$ cat src/hdl/lsu_pkg.sv
package lsu_pkg;

    // ==================================================================
    // Queue geometry
    // ==================================================================

    // Power-of-two depth that the heads and tails wrap on
    localparam int Q_DEPTH = 4;

    typedef logic [$clog2(Q_DEPTH)-1:0] q_idx_t;

    // ==================================================================
    // Datapath and tag widths
    // ==================================================================

    // Data word or byte address
    typedef logic [31:0] word_t;

    // Reorder buffer slot
    typedef logic [2:0] rob_idx_t;

    // Physical destination register
    typedef logic [6:0] preg_t;

    // ==================================================================
    // Functional unit select from decode
    // ==================================================================

    typedef logic [2:0] fu_sel_t;

    localparam fu_sel_t FU_LOAD  = 3'd6;
    localparam fu_sel_t FU_STORE = 3'd7;

endpackage
$ cat src/hdl/store_queue.sv
`timescale 1ns/10ps

module store_queue (
    input  logic                           clk,
    input  logic                           rst,
    // Dispatch
    input  logic                           decode_valid,
    input  lsu_pkg::fu_sel_t               fu_sel,
    input  lsu_pkg::rob_idx_t              dc_rob_idx,
    // Issue
    input  logic                           st_issue,
    input  lsu_pkg::q_idx_t                st_issue_idx,
    input  lsu_pkg::word_t                 rs1_data,
    input  lsu_pkg::word_t                 rs2_data,
    input  lsu_pkg::word_t                 imm,
    // Commit and flush
    input  logic                           st_commit,
    input  logic                           mispredict,
    input  logic [7:0]                     flush_mask,
    input  lsu_pkg::q_idx_t                mis_st_idx,
    // Status
    output logic                           st_ready,
    output lsu_pkg::q_idx_t                sq_head,
    output lsu_pkg::q_idx_t                sq_tail,
    output logic [lsu_pkg::Q_DEPTH-1:0]    sq_valid,
    output logic [lsu_pkg::Q_DEPTH-1:0]    sq_issued,
    output lsu_pkg::word_t                 sq_addr [lsu_pkg::Q_DEPTH],
    // Head store towards memory
    output lsu_pkg::word_t                 sq_head_addr,
    output lsu_pkg::word_t                 sq_head_data
);
    import lsu_pkg::*;

    rob_idx_t   sq_rob_idx [Q_DEPTH];
    word_t      sq_data    [Q_DEPTH];
    logic       st_dispatch;

    assign st_ready    = !(sq_head == sq_tail && sq_valid[sq_head]);
    // Wrong-path dispatch is dropped while the tail rewinds
    assign st_dispatch = decode_valid && (fu_sel == FU_STORE) && st_ready && !mispredict;

    assign sq_head_addr = sq_addr[sq_head];
    assign sq_head_data = sq_data[sq_head];

    // ==================================================================
    // Entry control
    // ==================================================================

    always_ff @(posedge clk) begin
        if (rst) begin
            sq_valid  <= '0;
            sq_issued <= '0;
            sq_head   <= '0;
            sq_tail   <= '0;
        end else begin
            for (int i = 0; i < Q_DEPTH; i++) begin
                if (st_dispatch && q_idx_t'(i) == sq_tail) begin
                    sq_valid[i]  <= 1'b1;
                    sq_issued[i] <= 1'b0;
                end
                if (st_issue && q_idx_t'(i) == st_issue_idx) begin
                    sq_issued[i] <= 1'b1;
                end
                if (st_commit && q_idx_t'(i) == sq_head) begin
                    sq_valid[i]  <= 1'b0;
                    sq_issued[i] <= 1'b0;
                end
                // Flush has the last word on a slot
                if (mispredict && sq_valid[i] && flush_mask[sq_rob_idx[i]]) begin
                    sq_valid[i]  <= 1'b0;
                    sq_issued[i] <= 1'b0;
                end
            end

            if (mispredict) begin
                sq_tail <= mis_st_idx;
            end else if (st_dispatch) begin
                sq_tail <= sq_tail + 1'b1;
            end

            if (st_commit) begin
                sq_head <= sq_head + 1'b1;
            end
        end
    end

    // ==================================================================
    // Entry payload
    // ==================================================================

    always_ff @(posedge clk) begin
        if (st_dispatch) begin
            sq_rob_idx[sq_tail] <= dc_rob_idx;
        end
        if (st_issue) begin
            sq_addr[st_issue_idx] <= rs1_data + imm;
            sq_data[st_issue_idx] <= rs2_data;
        end
    end

endmodule

$ cat config.mk
export PLATFORM = sky130hd
export DESIGN_NAME = store_queue
export DESIGN_NICKNAME = d
export VERILOG_FILES = /design/src/hdl/lsu_pkg.sv /design/src/hdl/store_queue.sv
export SDC_FILE = /design/constraint.sdc
export NUM_CORES = 1
export LEC_CHECK = 0
export BUFFER_PORTS_ARGS = -buffer_cell sky130_fd_sc_hd__buf_2
export CORE_AREA = 2 2 169 171
export CTS_BUF_LIST = sky130_fd_sc_hd__clkbuf_4 sky130_fd_sc_hd__clkbuf_8 sky130_fd_sc_hd__clkbuf_16
export DETAILED_ROUTE_END_ITERATION = 10
export DIE_AREA = 0 0 171 173
export HOLD_SLACK_MARGIN = 0.08
export PLACE_DENSITY = 0.75
export RECOVER_POWER = 50
export SYNTH_ARGS = -nofsm -noshare
export SYNTH_HDL_FRONTEND = slang
export SYNTH_SLANG_ARGS = --single-unit
export TNS_END_PERCENT = 100
$ cat constraint.sdc
create_clock -name clk -period 11.1 [get_ports clk]
set_clock_uncertainty 0.2 [all_clocks]
set_input_delay 3.33 -clock clk [delete_from_list [all_inputs] [get_ports clk]]
set_output_delay 3.33 -clock clk [all_outputs]
set_load 0.05 [all_outputs]
==> tab_implementation.tex <==
\begin{tabular}{lr}
\hline
Metric & Value \\
\hline
\multicolumn{2}{l}{\textbf{Final layout}} \\
Commonest non-fill, non-tap cell in the layout & sky130\_fd\_sc\_hd\_\_buf\_2 \\
Layout fillers & 2299 \\
FF+latch area & between 8000 and 9000 um2 \\
Footprint of the multi-input gates & between 3000 and 4000 um2 \\
Final layout net count & approximately 1200 \\
Fraction of final layout cells sized beyond drive strength 1 & approximately two fifths \\
Number of antenna cells inserted & 0 \\
Most used cells in the layout excluding fill and tap cells & 285 x sky130\_fd\_sc\_hd\_\_buf\_2, 268 x sky130\_fd\_sc\_hd\_\_edfxtp\_1, 72 x sky130\_fd\_sc\_hd\_\_mux4\_2, 43 x sky130\_fd\_sc\_hd\_\_clkbuf\_1, 41 x sky130\_fd\_sc\_hd\_\_a21oi\_1 \\
Area Overhead vs Synth & 23.4\% \\
\multicolumn{2}{l}{\textbf{Placed design}} \\
Estimated wirelength of the detail-placed design & between 20 and 25 mm \\
Count of buffers inserted at the top-level ports & roughly 320 \\
GPL Wtd Cong & approximately 0.9 \\
\multicolumn{2}{l}{\textbf{Logic synthesis}} \\
Synth Area per Inst & approximately 18 um2 \\
Yosys warning total & 0 \\
Share of async-settable or async-resettable flops after synthesis & 0\% \\
Synth Area in Adders & approximately 4.1\% \\
Library cells used by synthesis & between 50 and 60 \\
Synthesized instance count & about 700 \\
Main combinational cell family by area after synthesis & multiplexers \\
Count of flip-flops with a built-in enable after synthesis & $\sim$270 \\
Combined area of all synthesized cells & approximately 12000 um2 \\
Multiplexer share of the synthesized area & between 10\% and 20\% \\
Commonest register cell after synthesis & sky130\_fd\_sc\_hd\_\_edfxtp\_1 \\
Complex-gate fraction of the synthesized area & under 10\% \\
Share of the synthesized area in the top cell type & 65.6\% \\
Area contributors post-synth & sky130\_fd\_sc\_hd\_\_edfxtp\_1 66\%, sky130\_fd\_sc\_hd\_\_mux4\_2 13\%, sky130\_fd\_sc\_hd\_\_ha\_1 4.0\% \\
Simple logic cell fraction of the synthesized area & $\sim$3.8\% \\
Net count after synthesis & $\sim$860 \\
Post-synthesis sequential area ratio & between 60\% and 70\% \\
Synthesized-area fraction occupied by xor and xnor cells & under 10\% \\
Library cell occupying the most area in the post-synthesis netlist & sky130\_fd\_sc\_hd\_\_edfxtp\_1 \\
Number of synthesized register bits & approximately 280 \\
\multicolumn{2}{l}{\textbf{Min path}} \\
Hold wc startpoint & sq\_issued[1]\$\_SDFFE\_PP0P\_ \\
Worst Hold Path Cells & 2 \\
Class of the worst hold path & reg -> reg \\
\multicolumn{2}{l}{\textbf{Global routing}} \\
Total congestion overflow & 0 \\
Via count of the first global-routing pass & 8028 \\
Wire length of the first global-routing pass & $\sim$46 mm \\
Total global-route track usage & 19.9\% \\
Antenna violations before repair & 0 \\
Largest net degree at the start of global routing & 66 \\
\multicolumn{2}{l}{\textbf{Timing}} \\
Worst hold slack across all endpoints & 310 ps \\
Count of pins over their slew limit & 264 \\
Setup TNS Final & 0 ps \\
Measured slew at the worst slew-check pin & $\sim$4500 ps \\
Period minus WS final & around 7100 ps \\
Max transition margin & -201\% \\
Final count of negative-setup-slack endpoints & 0 \\
Post-route fraction of the period consumed by the critical path & 63.9\% \\
Number of failing hold endpoints at the final stage & 0 \\
Unrepaired setup endpoints after global routing & no \\
F\_max & 141 MHz \\
\multicolumn{2}{l}{\textbf{Floorplanning}} \\
Die outline height & approximately 170 um \\
Die area & 29600 um2 \\
Floorplan row count & 61 \\
Top-level port count & around 330 \\
Initial core utilization & roughly 44\% \\
DIE WIDTH & between 150 and 200 um \\
Core footprint & 27600 um2 \\
\multicolumn{2}{l}{\textbf{Power}} \\
Internal power of the cells & slightly below 2 mW \\
Share of total power consumed by net switching & 30.2\% \\
Clock share of power & between 30\% and 40\% \\
Combinational share of power & 21.5\% \\
Sequential share of power & between 40\% and 50\% \\
Peak VDD IR & 0.108 mV \\
Leakage power summed over all cells & 5.62 nW \\
Net Switching & about 840 uW \\
Power per cell area & 183 nW/um2 \\
\multicolumn{2}{l}{\textbf{Outcome}} \\
Failing checks & capacitance limit, slew limit \\
Result of the run & complete, but fails checks \\
\multicolumn{2}{l}{\textbf{Worst setup path}} \\
Endpoint arrival time on the critical path & $\sim$7000 ps \\
First element of the critical path & st\_issue\_idx[0] \\
Nature of the critical path startpoint & input port \\
Critical path data required time & approximately 11000 ps \\
Largest fanout on the critical path & 65 \\
Crit path kind & in -> reg \\
Worst R2R Start & sq\_head[0]\$\_SDFFE\_PP0P\_ \\
Element type at the critical path end & register \\
Register-to-register setup slack & roughly 8400 ps \\
R2R cell count & 6 \\
\multicolumn{2}{l}{\textbf{Clocking}} \\
Clock latency on the worst-skew pair & around 530 ps \\
Number of levels the H-tree was split into & 1 \\
Root cell of the clock tree & sky130\_fd\_sc\_hd\_\_clkbuf\_16 \\
Clk pin slew, worst setup/hold paths & 60 ps \\
Number of gates given a new drive strength after cts & 0 \\
Sink count of the clock tree & about 280 \\
Clock tree from TritonCTS & yes \\
CTS buffer count & 28 \\
Worst-case clock buffer depth & 3 \\
Number of buffers inserted by post-CTS setup repair & 0 \\
CTS Hold Buffers Added & 0 \\
\multicolumn{2}{l}{\textbf{Route}} \\
Antenna viol nets, final & 0 \\
Final routed wire length divided by cell count & $\sim$21 um \\
Number of search-and-repair iterations in the first detailed-routing pass & 4 \\
Number of DRC violations after detailed routing & 0 \\
Detailed Route Iter0 Violations & approximately 520 \\
Overall via count from detail\_route & between 7000 and 8000 \\
Via-per-instance ratio & about 5.4 \\
Final wirelength & approximately 30 mm \\
\multicolumn{2}{l}{\textbf{Flow run}} \\
Number of maximum-capacitance violations & 4 \\
\hline
\end{tabular}
==> worst max-delay path, cell delays in order <==
cell and delay (ps):
sky130_fd_sc_hd__clkbuf_1 200, sky130_fd_sc_hd__nand2_1 140, sky130_fd_sc_hd__nor2_4 90, sky130_fd_sc_hd__clkbuf_1 3120
==> power groups by stage <==
stage	Clock, mW	Combinational, mW	Sequential (mW)
3_3_place_gp	0	0.597	1.31
5_1_grt	0.951	0.633	1.30
3_5_place_dp	0	0.602	1.31
4_1_cts	0.910	0.604	1.29
6_report	0.885	0.598	1.29
2_1_floorplan	0	0.335	1.42
==> state kept, by name, summed over array words and instances, names as in the netlist, named ones only <==
name and count:
sq_addr 128, sq_data 128, sq_rob_idx 12, sq_issued 4, sq_valid 4, sq_head 2
sq_tail 2
==> routing by layer <==
layer / vias to the layer above / global-route usage [%] / share of wire (%)
li1: 3491 / - / -
met5: - / 0 / 0
met2: 298 / 33.2 / 49
met4: 0 / 5.58 / 2.5
met1: 3875 / 25.8 / 41
met3: 57 / 5.01 / 8.0
==> cells by family (layout without fill, tap and decap cells) <==
group / after synthesis / count (layout)
compound gates: 124 / 124
xor+xnor: 32 / 32
fa+ha+maj: 40 / 40
buf+inv: 41 / 397
flops: 282 / 282
mux: 79 / 79
simple gates: 98 / 98
==> metrics by stage <==
stage	area, um2	power (mW)	instances	util [%]	setup WS (ps)
finish	15100	2.78	1430	54.8	4010
detailed placement	14300	1.92	1378	51.9	4630
global placement	14300	1.91	1378	51.9	4680
floorplan	12300	1.75	696	-	2230
CTS	15200	2.81	1430	55.1	4730
global route	15100	2.89	1430	54.8	3730
==> final timing paths <==
check | to
worst max-delay path | sq_addr[76]$_DFFE_PP_
worst min-delay path | sq_issued[1]$_SDFFE_PP0P_
worst max register to register | sq_rob_idx[2][1]$_DFFE_PP_
worst min register to register | sq_issued[1]$_SDFFE_PP0P_
==> area by class of cell <==
| class | instances | share of cell area [%] |
|---|---|---|
| Multi-Input combinational cell | 373 | 25.0 |
| Clock buffer | 42 | 5.41 |
| Inverter | 13 | 0.322 |
| Timing Repair Buffer | 332 | 10.7 |
| Clock inverter | 10 | 0.405 |
| Tap cell | 378 | 3.12 |
| Sequential cell | 282 | 55.0 |
==> synth_stat cells, types with 4 or more instances <==
library cell               count
sky130_fd_sc_hd__mux2i_1       7
sky130_fd_sc_hd__o21ai_0      22
sky130_fd_sc_hd__nand2_1      26
sky130_fd_sc_hd__nor2b_1       4
sky130_fd_sc_hd__xor2_1        9
sky130_fd_sc_hd__buf_2        10
sky130_fd_sc_hd__inv_1        13
sky130_fd_sc_hd__ha_1         39
sky130_fd_sc_hd__nor2_1       33
sky130_fd_sc_hd__nor3_1        4
sky130_fd_sc_hd__xnor2_1      23
sky130_fd_sc_hd__clkbuf_1     13
sky130_fd_sc_hd__o21ai_1       5
sky130_fd_sc_hd__a31oi_1       6
sky130_fd_sc_hd__nand4_1       9
sky130_fd_sc_hd__dfxtp_1      14
sky130_fd_sc_hd__a211oi_1      4
sky130_fd_sc_hd__edfxtp_1    268
sky130_fd_sc_hd__nand3_1       5
sky130_fd_sc_hd__a21o_1       17
sky130_fd_sc_hd__a21oi_1      41
sky130_fd_sc_hd__mux4_2       72
sky130_fd_sc_hd__and3_1        6
Power figures use the tool's default switching activity.
