==> src/hdl/lsu_pkg.sv <==
package lsu_pkg;

    // ==================================================================
    // Queue geometry
    // ==================================================================

    // Power-of-two depth that the heads and tails wrap on
    localparam int Q_DEPTH = 4;

    typedef logic [$clog2(Q_DEPTH)-1:0] q_idx_t;

    // ==================================================================
    // Datapath and tag widths
    // ==================================================================

    // Data word or byte address
    typedef logic [31:0] word_t;

    // Reorder buffer slot
    typedef logic [2:0] rob_idx_t;

    // Physical destination register
    typedef logic [6:0] preg_t;

    // ==================================================================
    // Functional unit select from decode
    // ==================================================================

    typedef logic [2:0] fu_sel_t;

    localparam fu_sel_t FU_LOAD  = 3'd6;
    localparam fu_sel_t FU_STORE = 3'd7;

endpackage
==> src/hdl/load_queue.sv <==
`timescale 1ns/10ps

module load_queue (
    input  logic                           clk,
    input  logic                           rst,
    // Dispatch
    input  logic                           decode_valid,
    input  lsu_pkg::fu_sel_t               fu_sel,
    input  lsu_pkg::preg_t                 dc_rd,
    input  lsu_pkg::rob_idx_t              dc_rob_idx,
    // Issue
    input  logic                           ld_issue,
    input  lsu_pkg::q_idx_t                ld_issue_idx,
    input  lsu_pkg::word_t                 rs1_data,
    input  lsu_pkg::word_t                 imm,
    // Commit and flush
    input  logic                           ld_commit,
    input  logic                           mispredict,
    input  logic [7:0]                     flush_mask,
    input  lsu_pkg::q_idx_t                mis_ld_idx,
    // Store queue state
    input  lsu_pkg::q_idx_t                sq_head,
    input  lsu_pkg::q_idx_t                sq_tail,
    input  logic [lsu_pkg::Q_DEPTH-1:0]    sq_valid,
    input  logic [lsu_pkg::Q_DEPTH-1:0]    sq_issued,
    input  lsu_pkg::word_t                 sq_addr [lsu_pkg::Q_DEPTH],
    // Memory
    input  logic                           ld_grant,
    output logic                           ld_req,
    output lsu_pkg::word_t                 ld_req_addr,
    // Status and response
    output logic                           ld_ready,
    output lsu_pkg::q_idx_t                lq_tail,
    output logic                           ld_resp_valid,
    output lsu_pkg::rob_idx_t              ld_resp_rob_idx,
    output lsu_pkg::preg_t                 ld_resp_rd
);
    import lsu_pkg::*;

    logic [Q_DEPTH-1:0] lq_valid;
    logic [Q_DEPTH-1:0] lq_issued;
    logic [Q_DEPTH-1:0] lq_done;
    // Store queue full at dispatch so all four stores are older
    logic [Q_DEPTH-1:0] lq_sq_all;
    rob_idx_t           lq_rob_idx [Q_DEPTH];
    preg_t              lq_rd      [Q_DEPTH];
    word_t              lq_addr    [Q_DEPTH];
    q_idx_t             lq_sq_tail [Q_DEPTH];
    q_idx_t             lq_head;

    logic [Q_DEPTH-1:0] age_mask [Q_DEPTH];
    logic [Q_DEPTH-1:0] blocker  [Q_DEPTH];
    logic [Q_DEPTH-1:0] can_req;
    q_idx_t             req_idx;
    q_idx_t             resp_idx;
    logic               ld_dispatch;
    logic               sq_full;

    assign ld_ready    = !(lq_head == lq_tail && lq_valid[lq_head]);
    assign ld_dispatch = decode_valid && (fu_sel == FU_LOAD) && ld_ready && !mispredict;
    assign sq_full     = (sq_head == sq_tail) && sq_valid[sq_head];

    // ==================================================================
    // Ordering against older stores
    // ==================================================================

    always_comb begin
        for (int i = 0; i < Q_DEPTH; i++) begin
            for (int j = 0; j < Q_DEPTH; j++) begin
                if (lq_sq_tail[i] == sq_head) begin
                    age_mask[i][j] = lq_sq_all[i];
                end else if (lq_sq_tail[i] > sq_head) begin
                    age_mask[i][j] = (q_idx_t'(j) >= sq_head) && (q_idx_t'(j) < lq_sq_tail[i]);
                end else begin
                    // Window wraps past the last slot
                    age_mask[i][j] = (q_idx_t'(j) >= sq_head) || (q_idx_t'(j) < lq_sq_tail[i]);
                end
                blocker[i][j] = sq_valid[j] && (!sq_issued[j] || sq_addr[j] == lq_addr[i]);
            end
            can_req[i] = lq_valid[i] && lq_issued[i] && !lq_done[i]
                         && ((age_mask[i] & blocker[i]) == '0);
        end
    end

    // Oldest eligible load counted from the head
    always_comb begin
        q_idx_t slot;
        ld_req  = 1'b0;
        req_idx = '0;
        for (int k = 0; k < Q_DEPTH; k++) begin
            slot = lq_head + q_idx_t'(k);
            if (!ld_req && can_req[slot]) begin
                ld_req  = 1'b1;
                req_idx = slot;
            end
        end
    end

    assign ld_req_addr = lq_addr[req_idx];

    // ==================================================================
    // Entry control
    // ==================================================================

    always_ff @(posedge clk) begin
        if (rst) begin
            lq_valid  <= '0;
            lq_issued <= '0;
            lq_done   <= '0;
            lq_sq_all <= '0;
            lq_head   <= '0;
            lq_tail   <= '0;
        end else begin
            for (int i = 0; i < Q_DEPTH; i++) begin
                // Once the store head moves the tail window is unambiguous
                if (lq_sq_all[i] && lq_sq_tail[i] != sq_head) begin
                    lq_sq_all[i] <= 1'b0;
                end
                if (ld_dispatch && q_idx_t'(i) == lq_tail) begin
                    lq_valid[i]  <= 1'b1;
                    lq_issued[i] <= 1'b0;
                    lq_done[i]   <= 1'b0;
                    lq_sq_all[i] <= sq_full;
                end
                if (ld_issue && q_idx_t'(i) == ld_issue_idx) begin
                    lq_issued[i] <= 1'b1;
                end
                if (ld_grant && q_idx_t'(i) == req_idx) begin
                    lq_done[i] <= 1'b1;
                end
                if ((ld_commit && q_idx_t'(i) == lq_head)
                    || (mispredict && lq_valid[i] && flush_mask[lq_rob_idx[i]])) begin
                    lq_valid[i]  <= 1'b0;
                    lq_issued[i] <= 1'b0;
                    lq_done[i]   <= 1'b0;
                end
            end

            if (mispredict) begin
                lq_tail <= mis_ld_idx;
            end else if (ld_dispatch) begin
                lq_tail <= lq_tail + 1'b1;
            end

            if (ld_commit) begin
                lq_head <= lq_head + 1'b1;
            end
        end
    end

    // Entry payload
    always_ff @(posedge clk) begin
        if (ld_dispatch) begin
            lq_rob_idx[lq_tail] <= dc_rob_idx;
            lq_rd[lq_tail]      <= dc_rd;
            lq_sq_tail[lq_tail] <= sq_tail;
        end
        if (ld_issue) begin
            lq_addr[ld_issue_idx] <= rs1_data + imm;
        end
    end

    // ==================================================================
    // Response one cycle after the grant
    // ==================================================================

    always_ff @(posedge clk) begin
        if (rst) begin
            ld_resp_valid <= 1'b0;
            resp_idx      <= '0;
        end else begin
            // A load flushed at its grant edge never answers
            ld_resp_valid <= ld_grant && !(mispredict && flush_mask[lq_rob_idx[req_idx]]);
            resp_idx      <= req_idx;
        end
    end

    assign ld_resp_rob_idx = lq_rob_idx[resp_idx];
    assign ld_resp_rd      = lq_rd[resp_idx];

endmodule

==> config.mk <==
export PLATFORM = sky130hd
export DESIGN_NAME = load_queue
export DESIGN_NICKNAME = d
export VERILOG_FILES = /design/src/hdl/lsu_pkg.sv /design/src/hdl/load_queue.sv
export SDC_FILE = /design/constraint.sdc
export NUM_CORES = 1
export LEC_CHECK = 0
export BUFFER_PORTS_ARGS = -buffer_cell sky130_fd_sc_hd__buf_2
export CAP_MARGIN = 40
export CELL_PAD_IN_SITES_DETAIL_PLACEMENT = 0
export CELL_PAD_IN_SITES_GLOBAL_PLACEMENT = 2
export CORE_MARGIN = 4
export CORE_UTILIZATION = 36
export CTS_BUF_LIST = sky130_fd_sc_hd__clkbuf_16
export DETAILED_ROUTE_END_ITERATION = 8
export GPL_TIMING_DRIVEN = 0
export PLACE_DENSITY = 0.81
export SLEW_MARGIN = 20
export SYNTH_ARGS = -nofsm -noshare
export SYNTH_HDL_FRONTEND = slang
export SYNTH_SLANG_ARGS = --single-unit
export TNS_END_PERCENT = 100
==> constraint.sdc <==
create_clock -name clk -period 5.7 [get_ports clk]
set_input_delay 1.14 -clock clk [delete_from_list [all_inputs] [get_ports clk]]
set_output_delay 1.14 -clock clk [all_outputs]
set_load 0.01 [all_outputs]
==> metrics.csv <==
stage;metric;value;unit
clocking;cts_htree_levels;4;
synthesis;synth-warning-count;0;
timing;period_minus_slack;5.76;ns
worst_setup_path;critPathMaxFanout;10;
global_route;use_met3;5.71;%
synthesis;synth_edf_count;176;
synthesis;postSynth.asyncResetShare;0;%
finish;nets;2240;
clocking;clkSinkCount;199;
worst_setup_path;crit_family;compound AO/OA/AOI/OAI gates;
detailed_routing;dr.pass1.iters;5;
worst_setup_path;path_cells;buf_2 -> xor2_1 -> nor4_4 -> nand4_1 -> o21ai_2 -> o2111a_2 -> nor4_2 -> o31ai_2 -> o22ai_1 -> a21boi_2 -> buf_6 -> clkbuf_16 -> buf_4 -> buf_12 -> a21oi_1 -> buf_2;
worst_setup_path;timing.rr.start;lq_addr[3][23];
global_route;use_met2;55.3;%
status;failed_checks;negative setup slack;
status;status;complete, but fails checks;
finish;drive_gt1_share;29.6;%
timing;tightest_slew;0.911;ns
timing;finalSetupViolCount;14;
worst_setup_path;crit_arrival;4.62;ns
worst_setup_path;cp_data_required_time;4.56;ns
detailed_routing;drc;0;
floorplan;pin_count;283;
clocking;cts_root_buffer;clkbuf_16;
power;power-per-cell-area;221;nW/um^2
global_route;antenna_found_initial;1;
worst_setup_path;cp-startpoint;sq_addr[82];
global_route;top_usage_layer;met2;
finish;register_area;5750;sq um
clocking;clock_latency;0.51;ns
worst_setup_path;reg2reg_depth;17;
finish;multi_input_area;10500;sq um
worst_setup_path;slowest_stage;nor4_4;
power;pwr-share-comb;33.2;%
power;p_clk_share;28.4;%
power;pwr-share-seq;38.4;%
finish;final.fill_count;4316;
clocking;clk_pin_slew;0.08;ns
timing;fin_ws;-0.0602;ns
worst_setup_path;cp_num_buf_inv;6;
finish;postLayoutCellArea;20500;sq um
worst_setup_path;reg2reg_slack;1.14;ns
global_route;grt_pass1_wl;111000;um
synthesis;avgSynthCellArea;10.0;sq um
floorplan;core-area;44500;sq um
synthesis;yosysSeqAreaShare;35.3;%
floorplan;rows;77;
run;max_cap_violations;0;
floorplan;die_area;48700;sq um
finish;syn_to_final_growth;25.8;%
detailed_routing;drt_iter0_drc;1270;
clocking;cts_max_path_buffers;2;
detailed_routing;num_vias;14200;
detailed_routing;ant_nets;0;
detailed_routing;vias_per_cell;5.53;
worst_setup_path;crit_end;ld_req_addr[17];
synthesis;synth_flop_cell;edfxtp_1;
synthesis;synthSimpleGateAreaFrac;11.6;%
clocking;cts_tree;done;
worst_setup_path;crit_top_cell;buf_2;
placement;dp_hpwl;69700;um
placement;port_buffers;281;
clocking;numCtsBuffers;17;
global_route;grt_use_met1;43.6;%
synthesis;synth_top_family_by_area;XOR/XNOR gates;
synthesis;synth.distinct_cells;68;
global_route;grt_max_degree;24;
power;ir_drop;192;uV
synthesis;ys_seq_elements;199;
worst_setup_path;critPathMaxStageDelay;0.48;ns
finish;final_cells;2563;
synthesis;synth.cell_area;16300;sq um
synthesis;syn_nets;1908;
power;net-switching-power;1710;uW
global_route;grt_pass1_vias;14000;
synthesis;synth_cells;1624;
timing;relSlewSlack;38.8;%
synthesis;synth_fa_ha_area_share;3.73;%
floorplan;fp.dieW;221;um
timing;hold_viol;0;
timing;timing.final.crit_share;101;%
detailed_routing;routedWlPerCell;32.7;um
power;p_leak;0.00789;uW
global_route;gr-total-overflow;0;
floorplan;start_util;36.6;%
synthesis;synthXorXnorAreaFrac;29.0;%
worst_setup_path;critical_path_depth;16;
worst_setup_path;path_class;input port to output pin;
timing;drv_slew;0;
min_path;hp-class;flop to flop;
worst_setup_path;r2r-end;ld_resp_valid;
placement;postPlaceCellArea;18600;sq um
power;p_int;2810;uW
worst_setup_path;crit_path_end_kind;output pin;
worst_setup_path;critPathLaunchType;input port;
synthesis;muxShareOfSynthArea;7.88;%
power;p_sw_share;37.8;%
placement;placed_cells;2513;
floorplan;die_y;221;um
detailed_routing;routed_wl;83900;um
timing;worst_clock_skew;0.0213;ns
global_route;grt_use_total;33.7;%
timing;max_freq;0.174;GHz
placement;gp_congestion;1.07;
synthesis;synth_compound_area_share;7.59;%
[worst reg2reg max path, cell delays in order (launching register included)]
cell and delay [ns]:
edfxtp_1 0.33, clkbuf_1 0.38, xor2_1 0.24, nor4_1 0.44
nand4_1 0.35, o21ai_1 0.39, a32oi_1 0.13, nand3_1 0.24
o2111ai_2 0.15, and4_4 0.23, buf_6 0.13, clkbuf_16 0.17
buf_4 0.17, mux2i_1 0.15, mux2i_4 0.25, mux2i_1 0.22
mux2i_1 0.11, a2111oi_2 0.37
[power groups by stage]
stage / combinational [uW] / sequential, uW / clock (uW)
4_1_cts: 1430 / 1730 / 1310
3_5_place_dp: 1380 / 1760 / 0
6_report: 1500 / 1740 / 1280
2_1_floorplan: 718 / 1750 / 0
3_3_place_gp: 1370 / 1760 / 0
5_1_grt: 1560 / 1740 / 1370
[through the flow]
stage / setup TNS, ns / util, % / worst slack (ns) / hold slack (ns) / power (uW)
global placement: -79.82 / 41.4 / -1.70 / 0.468 / 3130
global route: -0.00324 / 46.0 / -0.00147 / 0.522 / 4670
CTS: 0 / 44.6 / 0.00502 / 0.494 / 4480
finish: -0.262 / 46.0 / -0.0602 / 0.490 / 4520
floorplan: 0 / - / 0.361 / 0.445 / 2470
detailed placement: -28.97 / 41.8 / -1.21 / 0.475 / 3140
[sequential cells by signal (all words and copies together) (netlist names), 4 cells and up, named ones only]
signal / flops
lq_rob_idx: 12
lq_sq_all: 4
lq_addr: 128
lq_valid: 4
lq_issued: 4
lq_done: 4
lq_sq_tail: 8
lq_rd: 28
[synthesized netlist by cell type (all sizes together) (4+ instances only)]
cell	count	area, sq um
nor2	91	342
ha	47	588
mux4	20	450
o21a	4	30.0
inv	33	124
o211ai	5	37.5
a22oi	4	30.0
xor2	457	4000
a21oi	74	370
buf	65	332
a211o	4	35.0
o21ai	44	220
mux2i	46	473
clkbuf	87	334
xnor2	83	727
dfxtp	23	460
nor4	117	732
nor2b	12	75.1
o31ai	4	30.0
nand4	47	294
a21o	10	75.1
nor3	6	30.0
and3	5	31.3
edfxtp	176	5290
nand2	43	161
nand2b	4	25.0
nand3	11	55.1
or2	4	25.0
a211oi	10	75.1
mux2	32	360
a21boi	5	37.5
a32oi	4	35.0
and2	7	43.8
[cells by family after synthesis]
group / Yosys count
muxes: 98
adders and majority gates: 48
buffers and inverters: 186
DFF: 199
xor gates and xnor gates: 540
AOI/OAI and AO/OA: 197
and+or+nand+nor: 356
[worst min-delay path by stage]
stage,startpoint,end,slack (ns),depth (start not counted)
4_1_cts,lq_sq_all[2],lq_sq_all[2],0.49,2
2_1_floorplan,lq_done[2],lq_done[2],0.44,2
6_report,lq_sq_all[2],lq_sq_all[2],0.49,2
3_5_place_dp,lq_done[2],lq_done[2],0.48,2
5_1_grt,lq_sq_all[2],lq_sq_all[2],0.52,2
3_3_place_gp,lq_issued[0],lq_issued[0],0.47,2
[layout by cell type, fill, tap and decap left out, drive strengths merged, types with 5 or more instances in the layout]
master / n
nand2: 43
edfxtp: 176
and3: 5
nor2: 91
nand4: 47
o211ai: 5
xnor2: 83
a211oi: 10
a21oi: 74
o21ai: 44
ha: 47
clkinv: 7
nor2b: 12
buf: 380
mux2i: 46
mux2: 32
a21o: 10
clkbuf: 101
nor3: 6
mux4: 20
nand3: 11
xor2: 457
nor4: 117
dfxtp: 23
a21boi: 5
inv: 42
and2: 7
[routing by layer]
metal	wire length, um	up-vias
li1	-	6398
met1	35300	7018
met2	38800	620
met3	5170	143
met4	4660	0
met5	0	-
[area by class of cell]
cell class / instances / area share, %
buffer: 145 / 4.01
clock inverter: 15 / 1.01
sequential: 199 / 28.1
tap: 592 / 3.62
inverter: 34 / 0.648
clock buffer: 17 / 2.08
multi-input combinational: 1239 / 51.1
antenna: 2 / 0.0244
timing repair buffer: 320 / 9.43
[repair_timing]
action / in CTS / in global routing
gates cloned: 2 / 4
pin swaps: 14 / 33
buffers inserted: 6 / 11
hold buffers: 0 / 0
resized for setup: 104 / 93
endpoints found under the setup margin: 32 / 32
Power figures use the tool's default switching activity.
